**src/uopPkg.sv**
```systemverilog
package uopPkg;

    // Default number of micro-ops handled per cycle.
    parameter int DEF_WIDTH = 2;

    // Default number of queue entries, a power of two.
    parameter int DEF_QUEUE_DEPTH = 8;

    // Functional unit that executes a micro-op.
    typedef enum logic [1:0] {
        FU_INT,
        FU_LSU,
        FU_BRANCH,
        FU_ILLEGAL
    } FuType;

    // Operation within the functional unit.
    typedef enum logic [4:0] {
        INT_ADD,
        INT_SUB,
        INT_AND,
        INT_OR,
        INT_XOR,
        INT_SLT,
        INT_SLTU,
        INT_SLL,
        INT_SRL,
        INT_SRA,
        INT_LUI,
        INT_AUIPC,
        LSU_LW,
        LSU_SW,
        BR_BEQ,
        BR_BNE,
        BR_JAL
    } OpCode;

    // One decoded micro-op.
    typedef struct packed {
        logic        valid;
        logic [31:0] pc;
        FuType       fu;
        OpCode       opcode;
        logic [4:0]  rs0;
        logic [4:0]  rs1;
        logic [4:0]  rd;
        // Second operand comes from imm instead of rs1.
        logic        immB;
        logic [31:0] imm;
    } DUOp;

    // One fetched instruction word.
    typedef struct packed {
        logic        valid;
        logic [31:0] pc;
        logic [31:0] instr;
    } FetchSlot;

endpackage

```
**src/InstrDecoder.sv**
```systemverilog
`timescale 1ns/1ps

module InstrDecoder #(
    parameter int WIDTH = uopPkg::DEF_WIDTH
) (
    input  logic            clk,
    input  logic            rst,
    input  logic            en,
    input  logic            mispredict,
    input  uopPkg::FetchSlot fetch[WIDTH],
    output uopPkg::DUOp     decUOps[WIDTH]
);

    import uopPkg::*;

    function automatic DUOp decodeSlot(FetchSlot s);
        DUOp         u;
        logic [6:0]  major;
        logic [2:0]  funct3;
        logic [6:0]  funct7;
        logic [31:0] immI;
        logic [31:0] immS;
        logic [31:0] immBr;
        logic [31:0] immJ;
        logic [31:0] immU;

        major  = s.instr[6:0];
        funct3 = s.instr[14:12];
        funct7 = s.instr[31:25];
        immI   = {{20{s.instr[31]}}, s.instr[31:20]};
        immS   = {{20{s.instr[31]}}, s.instr[31:25], s.instr[11:7]};
        immBr  = {{19{s.instr[31]}}, s.instr[31], s.instr[7], s.instr[30:25],
                  s.instr[11:8], 1'b0};
        immJ   = {{11{s.instr[31]}}, s.instr[31], s.instr[19:12], s.instr[20],
                  s.instr[30:21], 1'b0};
        immU   = {s.instr[31:12], 12'b0};

        u        = '0;
        u.valid  = s.valid;
        u.pc     = s.pc;
        u.fu     = FU_INT;
        u.opcode = INT_ADD;
        u.rs0    = s.instr[19:15];
        u.rs1    = s.instr[24:20];
        u.rd     = s.instr[11:7];

        case (major)
            7'b0110011: begin
                case ({funct7, funct3})
                    10'b0000000_000: u.opcode = INT_ADD;
                    10'b0100000_000: u.opcode = INT_SUB;
                    10'b0000000_001: u.opcode = INT_SLL;
                    10'b0000000_010: u.opcode = INT_SLT;
                    10'b0000000_011: u.opcode = INT_SLTU;
                    10'b0000000_100: u.opcode = INT_XOR;
                    10'b0000000_101: u.opcode = INT_SRL;
                    10'b0100000_101: u.opcode = INT_SRA;
                    10'b0000000_110: u.opcode = INT_OR;
                    10'b0000000_111: u.opcode = INT_AND;
                    default:         u.fu = FU_ILLEGAL;
                endcase
            end
            7'b0010011: begin
                u.rs1  = '0;
                u.immB = 1'b1;
                u.imm  = immI;
                case (funct3)
                    3'b000: u.opcode = INT_ADD;
                    3'b010: u.opcode = INT_SLT;
                    3'b011: u.opcode = INT_SLTU;
                    3'b100: u.opcode = INT_XOR;
                    3'b110: u.opcode = INT_OR;
                    3'b111: u.opcode = INT_AND;
                    default: begin
                        // Shifts carry only the shift amount.
                        u.imm = {27'b0, s.instr[24:20]};
                        if (funct3 == 3'b001 && funct7 == 7'b0000000)
                            u.opcode = INT_SLL;
                        else if (funct3 == 3'b101 && funct7 == 7'b0000000)
                            u.opcode = INT_SRL;
                        else if (funct3 == 3'b101 && funct7 == 7'b0100000)
                            u.opcode = INT_SRA;
                        else
                            u.fu = FU_ILLEGAL;
                    end
                endcase
            end
            7'b0110111, 7'b0010111: begin
                u.opcode = (major == 7'b0110111) ? INT_LUI : INT_AUIPC;
                u.rs0    = '0;
                u.rs1    = '0;
                u.immB   = 1'b1;
                u.imm    = immU;
            end
            7'b0000011: begin
                u.fu     = (funct3 == 3'b010) ? FU_LSU : FU_ILLEGAL;
                u.opcode = LSU_LW;
                u.rs1    = '0;
                u.immB   = 1'b1;
                u.imm    = immI;
            end
            7'b0100011: begin
                // Address is rs0 plus imm, store data comes from rs1.
                u.fu     = (funct3 == 3'b010) ? FU_LSU : FU_ILLEGAL;
                u.opcode = LSU_SW;
                u.rd     = '0;
                u.immB   = 1'b1;
                u.imm    = immS;
            end
            7'b1100011: begin
                u.fu     = (funct3 == 3'b000 || funct3 == 3'b001) ? FU_BRANCH : FU_ILLEGAL;
                u.opcode = (funct3 == 3'b000) ? BR_BEQ : BR_BNE;
                u.rd     = '0;
                u.imm    = immBr;
            end
            7'b1101111: begin
                u.fu     = FU_BRANCH;
                u.opcode = BR_JAL;
                u.rs0    = '0;
                u.rs1    = '0;
                u.imm    = immJ;
            end
            default: u.fu = FU_ILLEGAL;
        endcase

        // Illegal ops keep only their place in the stream.
        if (u.fu == FU_ILLEGAL) begin
            u       = '0;
            u.valid = s.valid;
            u.pc    = s.pc;
            u.fu    = FU_ILLEGAL;
        end
        return u;
    endfunction

    always_ff @(posedge clk) begin
        if (rst || mispredict) begin
            for (int i = 0; i < WIDTH; i++) begin
                decUOps[i].valid <= 1'b0;
            end
        end else if (en) begin
            for (int i = 0; i < WIDTH; i++) begin
                decUOps[i] <= decodeSlot(fetch[i]);
            end
        end
    end

    for (genvar i = 0; i < WIDTH; i++) begin : gIllegalRd
        assert property (@(posedge clk) disable iff (rst)
            decUOps[i].valid && decUOps[i].fu == FU_ILLEGAL |-> decUOps[i].rd == '0);
    end

endmodule

```
**src/UOpFuse.sv**
```systemverilog
`timescale 1ns/1ps

module UOpFuse #(
    parameter int WIDTH = uopPkg::DEF_WIDTH
) (
    input  logic        clk,
    input  logic        rst,
    input  logic        en,
    input  logic        mispredict,
    input  uopPkg::DUOp decUOps[WIDTH],
    output uopPkg::DUOp fusedUOps[WIDTH]
);

    import uopPkg::*;

    DUOp              held[WIDTH];
    DUOp              heldNext[WIDTH];
    DUOp              fusedNext[WIDTH];
    DUOp              window[WIDTH+1];
    logic [WIDTH:0]   kill;
    logic [WIDTH-1:0] mergeNext;
    logic [WIDTH-1:0] mergedMask;

    function automatic logic canFuse(DUOp a, DUOp b);
        return a.valid && b.valid &&
               a.fu == FU_INT && (a.opcode == INT_LUI || a.opcode == INT_AUIPC) &&
               b.fu == FU_INT && b.opcode == INT_ADD && b.immB &&
               b.rs0 == b.rd && a.rd == b.rd;
    endfunction

    always_comb begin
        logic lastFused;

        lastFused = 1'b0;
        kill      = '0;
        mergeNext = '0;

        // Held group plus slot 0 of the incoming group.
        for (int i = 0; i < WIDTH; i++) begin
            window[i] = held[i];
        end
        window[WIDTH] = decUOps[0];

        fusedNext = held;
        heldNext  = decUOps;

        for (int i = 0; i < WIDTH; i++) begin
            if (!lastFused && canFuse(window[i], window[i+1])) begin
                fusedNext[i].imm = {window[i].imm[31:12], 12'b0} +
                                   {{20{window[i+1].imm[11]}}, window[i+1].imm[11:0]};
                kill[i+1]    = 1'b1;
                mergeNext[i] = 1'b1;
                lastFused    = 1'b1;
            end else begin
                lastFused = 1'b0;
            end
        end

        // The absorbed ADDI may sit in the next group.
        for (int i = 0; i < WIDTH; i++) begin
            fusedNext[i].valid = fusedNext[i].valid && !kill[i];
        end
        heldNext[0].valid = decUOps[0].valid && !kill[WIDTH];
    end

    always_ff @(posedge clk) begin
        if (rst || mispredict) begin
            for (int i = 0; i < WIDTH; i++) begin
                held[i].valid      <= 1'b0;
                fusedUOps[i].valid <= 1'b0;
            end
            mergedMask <= '0;
        end else if (en) begin
            held       <= heldNext;
            fusedUOps  <= fusedNext;
            mergedMask <= mergeNext;
        end
    end

    for (genvar i = 0; i < WIDTH - 1; i++) begin : gPairInGroup
        assert property (@(posedge clk) disable iff (rst)
            fusedUOps[i].valid && mergedMask[i] |-> !fusedUOps[i+1].valid);
    end

    // Partner of the last slot shows up as slot 0 of the next group.
    assert property (@(posedge clk) disable iff (rst)
        en && !mispredict && fusedUOps[WIDTH-1].valid && mergedMask[WIDTH-1]
        |=> !fusedUOps[0].valid);

endmodule

```
**src/UOpQueue.sv**
```systemverilog
`timescale 1ns/1ps

module UOpQueue #(
    parameter int WIDTH       = uopPkg::DEF_WIDTH,
    parameter int QUEUE_DEPTH = uopPkg::DEF_QUEUE_DEPTH
) (
    input  logic        clk,
    input  logic        rst,
    input  logic        en,
    input  logic        mispredict,
    input  uopPkg::DUOp fusedUOps[WIDTH],
    output uopPkg::DUOp uops[WIDTH]
);

    import uopPkg::*;

    localparam int PTR_W = $clog2(QUEUE_DEPTH);

    DUOp              mem[QUEUE_DEPTH];
    // One extra bit tells full from empty.
    logic [PTR_W:0]   wrPtr;
    logic [PTR_W:0]   rdPtr;
    logic [PTR_W:0]   fill;
    logic [PTR_W:0]   pushCnt;
    logic [PTR_W:0]   popCnt;
    logic [PTR_W:0]   wrOff[WIDTH];
    logic [PTR_W-1:0] wrAddr[WIDTH];
    logic [PTR_W-1:0] rdAddr[WIDTH];

    assign fill   = wrPtr - rdPtr;
    assign popCnt = (fill < (PTR_W+1)'(WIDTH)) ? fill : (PTR_W+1)'(WIDTH);

    // Valid inputs are packed in slot order.
    always_comb begin
        pushCnt = '0;
        for (int i = 0; i < WIDTH; i++) begin
            wrOff[i]  = pushCnt;
            wrAddr[i] = PTR_W'(wrPtr + wrOff[i]);
            rdAddr[i] = PTR_W'(rdPtr + (PTR_W+1)'(i));
            if (fusedUOps[i].valid) begin
                pushCnt = pushCnt + 1'b1;
            end
        end
    end

    always_ff @(posedge clk) begin
        if (en && !mispredict) begin
            for (int i = 0; i < WIDTH; i++) begin
                if (fusedUOps[i].valid) begin
                    mem[wrAddr[i]] <= fusedUOps[i];
                end
            end
        end
    end

    // Reads see only entries written at earlier edges.
    always_ff @(posedge clk) begin
        if (rst || mispredict) begin
            wrPtr <= '0;
            rdPtr <= '0;
            for (int i = 0; i < WIDTH; i++) begin
                uops[i].valid <= 1'b0;
            end
        end else if (en) begin
            wrPtr <= wrPtr + pushCnt;
            rdPtr <= rdPtr + popCnt;
            for (int i = 0; i < WIDTH; i++) begin
                uops[i]       <= mem[rdAddr[i]];
                uops[i].valid <= (PTR_W+1)'(i) < popCnt;
            end
        end
    end

    assert property (@(posedge clk) disable iff (rst)
        fill <= (PTR_W+1)'(QUEUE_DEPTH));

endmodule

```
**src/DecodeFrontend.sv**
```systemverilog
`timescale 1ns/1ps

module DecodeFrontend #(
    parameter int WIDTH       = uopPkg::DEF_WIDTH,
    parameter int QUEUE_DEPTH = uopPkg::DEF_QUEUE_DEPTH
) (
    input  logic             clk,
    input  logic             rst,
    input  logic             en,
    input  logic             mispredict,
    input  uopPkg::FetchSlot fetch[WIDTH],
    output uopPkg::DUOp      uops[WIDTH]
);

    import uopPkg::*;

    DUOp decUOps[WIDTH];
    DUOp fusedUOps[WIDTH];

    InstrDecoder #(
        .WIDTH(WIDTH)
    ) decoder (
        .clk       (clk),
        .rst       (rst),
        .en        (en),
        .mispredict(mispredict),
        .fetch     (fetch),
        .decUOps   (decUOps)
    );

    UOpFuse #(
        .WIDTH(WIDTH)
    ) fuser (
        .clk       (clk),
        .rst       (rst),
        .en        (en),
        .mispredict(mispredict),
        .decUOps   (decUOps),
        .fusedUOps (fusedUOps)
    );

    UOpQueue #(
        .WIDTH      (WIDTH),
        .QUEUE_DEPTH(QUEUE_DEPTH)
    ) queue (
        .clk       (clk),
        .rst       (rst),
        .en        (en),
        .mispredict(mispredict),
        .fusedUOps (fusedUOps),
        .uops      (uops)
    );

endmodule

```
**config.mk**
```make
export PLATFORM = sky130hd
export DESIGN_NAME = DecodeFrontend
export DESIGN_NICKNAME = d
export VERILOG_FILES = /design/src/uopPkg.sv /design/src/InstrDecoder.sv /design/src/UOpFuse.sv /design/src/UOpQueue.sv /design/src/DecodeFrontend.sv
export SDC_FILE = /design/constraint.sdc
export NUM_CORES = 2
export LEC_CHECK = 0
export BUFFER_PORTS_ARGS = -buffer_cell sky130_fd_sc_hd__buf_2
export CORE_UTILIZATION = 30
export DETAILED_ROUTE_END_ITERATION = 16
export PLACE_DENSITY = 0.49
export SETUP_SLACK_MARGIN = 0.5
export SLEW_MARGIN = 20
export SYNTH_ARGS = -nofsm -noshare
export SYNTH_HDL_FRONTEND = slang
export SYNTH_HIERARCHICAL = 1
export SYNTH_SLANG_ARGS = --single-unit
```
**constraint.sdc**
```tcl
create_clock -name clk -period 41.3 [get_ports clk]
set_input_delay 8.26 -clock clk [delete_from_list [all_inputs] [get_ports clk]]
set_output_delay 8.26 -clock clk [all_outputs]
set_load 0.1 [all_outputs]
```
== Yosys cells after proc, flatten, opt, wreduce, memory -nomap -nowiden ==
Memory sizes are Yosys's and may differ from the RTL's. A register that Yosys moved wholly into a read port is not among the register bits.
Cells that the tools add are included.

* Memories kept: 1
* Input bits: 134
* Flip-flop bits (word level): 538
* Logic and storage cells: 248
* Bits in writable memories: 704

* Muxes and demuxes: 55
* Add/subtract/negate cells: 8
* Order comparisons: 3
* Bitwise operators: 1
* Reductions and logical operators: 62
* Equal/unequal tests: 60

{| class="wikitable"
|+ Memory list
! memory !! depth !! bits a word !! read ports !! clocked after Yosys merged registers in !! write ports !! RTL line !! RTL
|-
| queue.mem || 8 || 88 || 2 || 2 || 2 || UOpQueue.sv:19 || <nowiki>DUOp mem[QUEUE_DEPTH];</nowiki>
|}

{| class="wikitable"
|+ Operators with widths
! cell !! number
|-
| case mux 32 bit (6 select lines) || 2
|-
| two-way mux 32 bit || 4
|-
| equality test 10 x 3 -> 1 bit, second input constant || 8
|-
| case mux 4 bit (9 select lines) || 2
|-
| case mux 5 bit (7 select lines) || 2
|-
| adder 32 bit || 2
|-
| case mux 5 bit (6 select lines) || 2
|-
| equality test 7 x 6 -> 1 bit, second input constant || 8
|-
| equality test 10 x 2 -> 1 bit, second input constant || 4
|-
| equality test 10 x 9 -> 1 bit, second input constant || 4
|-
| two-way mux 2 bit || 16
|-
| equality test 7 x 5 -> 1 bit, second input constant || 4
|-
| equality test 7 bit, second input constant || 4
|-
| logical AND 1 bit || 26
|-
| equality test 3 bit, second input constant || 8
|-
| case mux 2 bit (6 select lines) || 2
|-
| OR reduction 6 bit || 4
|-
| equality test 10 x 1 -> 1 bit, second input constant || 2
|-
| equality test 5 x 4 -> 1 bit, second input constant || 4
|-
| equality test 5 bit || 4
|-
| logical NOT 10 bit || 2
|-
| two-way mux 5 bit || 4
|-
| OR reduction 10 bit || 2
|-
| two-way mux 1 bit || 17
|-
| 24 further kinds || 52
|}

== Depth between registers and ports, before layout ==
* Word-level depth: 14
* Gate-level depth with buffers: 14
* Gate-level depth less buffers: 11

== By module ==
The synthesis kept the hierarchy.

{| class="wikitable"
|+ Modules (own cells, without submodules)
! module !! area an instance (µm²) !! instances !! cells each
|-
| UOpQueue || 45620.0 || 1 || 2554
|-
| UOpFuse || 13461.7 || 1 || 789
|-
| InstrDecoder || 7488.4 || 1 || 556
|}

== Least setup slack after synthesis ==
Ideal clock, no wire load.

* Kind: input-to-reg
* From: input port en
* To: register fuser.held (netlist bit fuser/fusedNext[120]) (enable)
* Arrival: 33.561 ns
* Path buffers: 1
* Stages on the path: 2
* Data required time: 39.737 ns
* Library setup time: 1.563 ns
* Path slack: 6.176 ns
* Cell sequence: clkbuf_1 > nor3b_1

* Cells in the longest elaborated chain, start to end: 1

{| class="wikitable"
|+ RTL lines
! item !! RTL line !! RTL
|-
| from (decl) || DecodeFrontend.sv:9 || <nowiki>input logic en,</nowiki>
|-
| AND reduction 2 bit (no line) || -- ||
|-
| to (signal assigned) || UOpFuse.sv:74 || <nowiki>held <= heldNext;</nowiki>
|-
| to (decl) || UOpFuse.sv:16 || <nowiki>DUOp held[WIDTH];</nowiki>
|}

Every way passes these cells.
A chain may end at the register's enable or synchronous reset.

==> impl_metrics.py <==
metrics = {
    "outcome": {
        "run_status": "completed",
    },
    "yosys": {
        "yosys.area.top_type": "edfxtp_1",
        "synth_cells": 3899,
        "synth_edf_count": 1392,
        "avgSynthCellArea_sq_um": 17.07,
        "ys_ff_latch": 1408,
        "yosys_warnings": 6,
        "synth_flop_cell": "edfxtp_1",
        "async_reset_ff_share_pct": 0,
        "synth.area.top_cells": "edfxtp_1 63%, mux2_2 12%, mux4_2 12%",
        "synth_nets": 4087,
        "synthDistinctLibCells": 84,
        "synth.top_cell.area_share_pct": 62.79,
        "ys_seq_area_share_pct": 63.27,
        "mappedNetlistArea_sq_um": 66570,
    },
    "finish": {
        "postLayoutCoreUtil_pct": 34.81,
        "final_layout_size_suffix_gt1_share_pct": 39.22,
        "multi_input_area_sq_um": 23360,
        "nFillCells": 20980,
        "synthToLayoutAreaGrowth_pct": 15.13,
        "nets": 4397,
        "register_area_sq_um": 42130,
    },
    "place": {
        "gp_congestion": 0.8245,
        "port_buffers": 309,
        "post-dp-hpwl_um": 119400,
    },
    "timing": {
        "worstMarginPinSlew_ps": 1176,
        "period_share_pct": 28.06,
        "max_freq_ghz": 0.08630,
        "report.final.slew_viol_count": 0,
        "maxSlewHeadroom_pct": 21.61,
        "min_period_ps": 11590,
        "fin_tns_setup_ps": 0,
        "fin_skew_ps": 44.04,
        "hold_viol_final": 0,
        "rsz0062_at_grt": "false",
        "setup_viol": 0,
    },
    "worst_setup_path": {
        "crit_start": "en",
        "crit_end": "queue/mem[6][79]",
        "timing.rr.end": "queue/mem[4][11]",
        "required_ps": 41710,
        "r2r_cells": 5,
        "reg2reg_slack_ps": 36790,
        "critPathCaptureType": "flop",
        "path_class": "in2reg",
        "path_max_fanout": 46,
        "arrival_ps": 12000,
        "start_kind": "input port",
        "r2r-start": "queue/wrPtr[1]",
    },
    "hold_path": {
        "hold_path_class": "reg2reg",
        "whs_path_depth": 0,
    },
    "power_and_ir_drop": {
        "power_leakage_uw": 0.02375,
        "swShare_pct": 22.72,
        "vdd_drop_max_mv": 0.03871,
        "intPower_uw": 2446,
        "clockPowerShare_pct": 44.8,
        "pwr-share-seq_pct": 50.3,
        "pwr-share-comb_pct": 4.9,
        "powerDensity_nw_per_um2": 41.29,
        "power_switching_uw": 718.9,
    },
    "routing": {
        "vias": 37190,
        "vias_per_cell": 5.093,
        "drt_first_pass_iters": 6,
        "drt_iter0_markers": 2941,
        "antenna_left": 0,
        "routedWlPerCell_um": 26.79,
        "totalWireLength_um": 195600,
        "drcViolationCount": 0,
    },
    "global_routing": {
        "grt_pass1_wl_um": 279200,
        "grt_max_degree": 179,
        "grt_usage_pct": 17.25,
        "grt-ovfl-total": 0,
        "grt_pass1_vias": 37980,
        "antenna_found_initial": 13,
    },
    "die": {
        "die_x_um": 473.1,
        "dieArea_sq_um": 223800,
        "start_util_pct": 30.24,
        "chipHeight_um": 473.1,
        "fp-row-count": 172,
        "coreArea_sq_um": 220200,
        "io_pins": 310,
    },
    "job": {
        "drv_cap": 0,
    },
    "cts": {
        "clkTransAtPathRegs_ps": 60,
        "cts_tree": "yes",
        "htree_levels": 4,
        "cts_num_sinks": 1408,
        "cts-buffers-inserted": 165,
        "hold_buffers": 0,
        "cts_resized": 0,
        "clockBufferDepth": 3,
        "insertion_delay_ps": 810,
        "clock_tree.root_cell": "clkbuf_16",
        "post-cts-setup-buffers": 0,
    },
}
[layout make-up]
class,instances,area share (%)
Sequential cell,1408,54.97
Clock buffer,209,5.741
Antenna cell,6,0.01959
Tap cell,2958,4.829
Timing Repair Buffer,375,2.756
Clock inverter,86,1.063
Multi-Input combinational cell,2231,30.48
Inverter,28,0.1404
[placed cells by master, fill, tap and decap left out, types with 8 or more instances in the layout]
cell type and instances:
dfxtp_1 13, nor4b_1 9, o21a_1 9, bufinv_16 10, nand2b_1 14, clkinv_1 40
buf_2 309, nor4_1 13, ha_1 48, and3_1 20, clkbuf_16 170, buf_4 61
nand3_1 28, a22oi_1 23, nand4_1 8, xor2_1 21, nor3_1 68, mux4_2 348
a21o_1 16, and2_1 10, edfxtp_1 1392, xnor2_1 19, clkinv_2 17, mux2_1 92
o21ai_0 28, o211ai_1 9, a31oi_1 15, a211oi_1 13, nor2b_1 17, mux2i_1 9
inv_1 27, nand2_1 377, nor2_1 65, o21ai_1 39, mux2_2 717, clkbuf_1 39
or3_1 11, a21oi_1 69
[synth_stat cells, types with 6 or more instances]
library cell and number:
xor2_1 22, clkbuf_1 80, dfxtp_1 16, nand2_1 378, nor3_1 69, nor4b_1 9, o21a_1 9, a21oi_1 69
nand3_1 28, and2_1 10, or3_1 11, nand4_1 8, a21o_1 16, or2_2 6, ha_1 49, o21ai_1 38
xnor2_1 19, and3_1 20, inv_1 27, buf_1 16, buf_4 20, nand3b_1 6, a22oi_1 23, nand2b_1 14
a211oi_1 13, mux2i_1 9, mux2_2 717, buf_6 9, buf_2 107, o211ai_1 9, nor4_1 13, mux2_1 92
o21ai_0 33, a31oi_1 15, and4_1 7, nor2b_1 17, edfxtp_1 1392, mux4_2 348, nor2_1 65
[critical path, cell delays in order]
cell and delay, ps:
buf_2 360, and2b_1 250, nand3b_1 240, inv_1 250, nand3_4 710, o21ai_4 240, buf_4 760, buf_4 840
[registers in the layout (all words and copies together), names as in the netlist, named ones only]
signal / cells
fuser/held: 65
queue/uops: 176
fuser/fusedNext: 111
queue/wrPtr: 4
queue/rdPtr: 3
decoder/decUOps: 176
fuser/fusedUOps: 176
queue/mem: 696
[power groups by stage]
stage / logic, uW / clock network, uW / registers (uW)
detailed placement: 157 / 0 / 1620
CTS: 157 / 1460 / 1590
global route: 164 / 1510 / 1590
global placement: 157 / 0 / 1620
finish: 154 / 1420 / 1590
floorplan: 75.0 / 0 / 1660
[logic make-up (layout without fill, tap and decap cells)]
kind of cell,count (synthesis),count (layout),synth area share (%)
xor+xnor,43,43,0.6052
flops,1408,1408,63.27
mux,1166,1166,25.59
compound gates,268,268,2.535
buf+inv,260,698,1.881
other cells,1,7,0.005633
simple gates,699,699,5.035
fa+ha+maj,54,54,1.071
[worst min path at each step]
stage	startpoint	end	slack, ps
after global routing	fuser/fusedNext[157]	fuser/fusedUOps[157]	420
after detailed placement	decoder/decUOps[72]	fuser/fusedNext[72]	400
after floorplan	decoder/decUOps[126]	fuser/fusedNext[126]	400
final	fuser/fusedNext[60]	fuser/fusedUOps[60]	410
after CTS	fuser/fusedNext[59]	fuser/fusedUOps[59]	410
after global placement	decoder/decUOps[25]	fuser/held[25]	400
[per-stage QoR]
step,hold WS (ps),cells,setup WS (ps),cell area [sq um],total power (uW)
after global routing,416.2,7297,29560,76630,3269
after global placement,401.8,6999,28820,71390,1779
after CTS,414.7,7295,29730,76630,3212
final,411.8,7301,29710,76640,3164
after detailed placement,404.5,7000,28880,71410,1779
after floorplan,400.3,3899,6176,66570,1736
[layer usage]
layer / part of all wire [%] / global-route usage, % / up-vias / routed length (um)
met5: 0.029 / 0 / - / 56
met3: 5.0 / 2.671 / 245 / 9849
met1: 45 / 23.96 / 19570 / 88240
li1: - / - / 16310 / -
met2: 48 / 27.96 / 1050 / 93180
met4: 2.2 / 4.507 / 8 / 4241
Note: power is estimated with default switching activity, not from simulation.
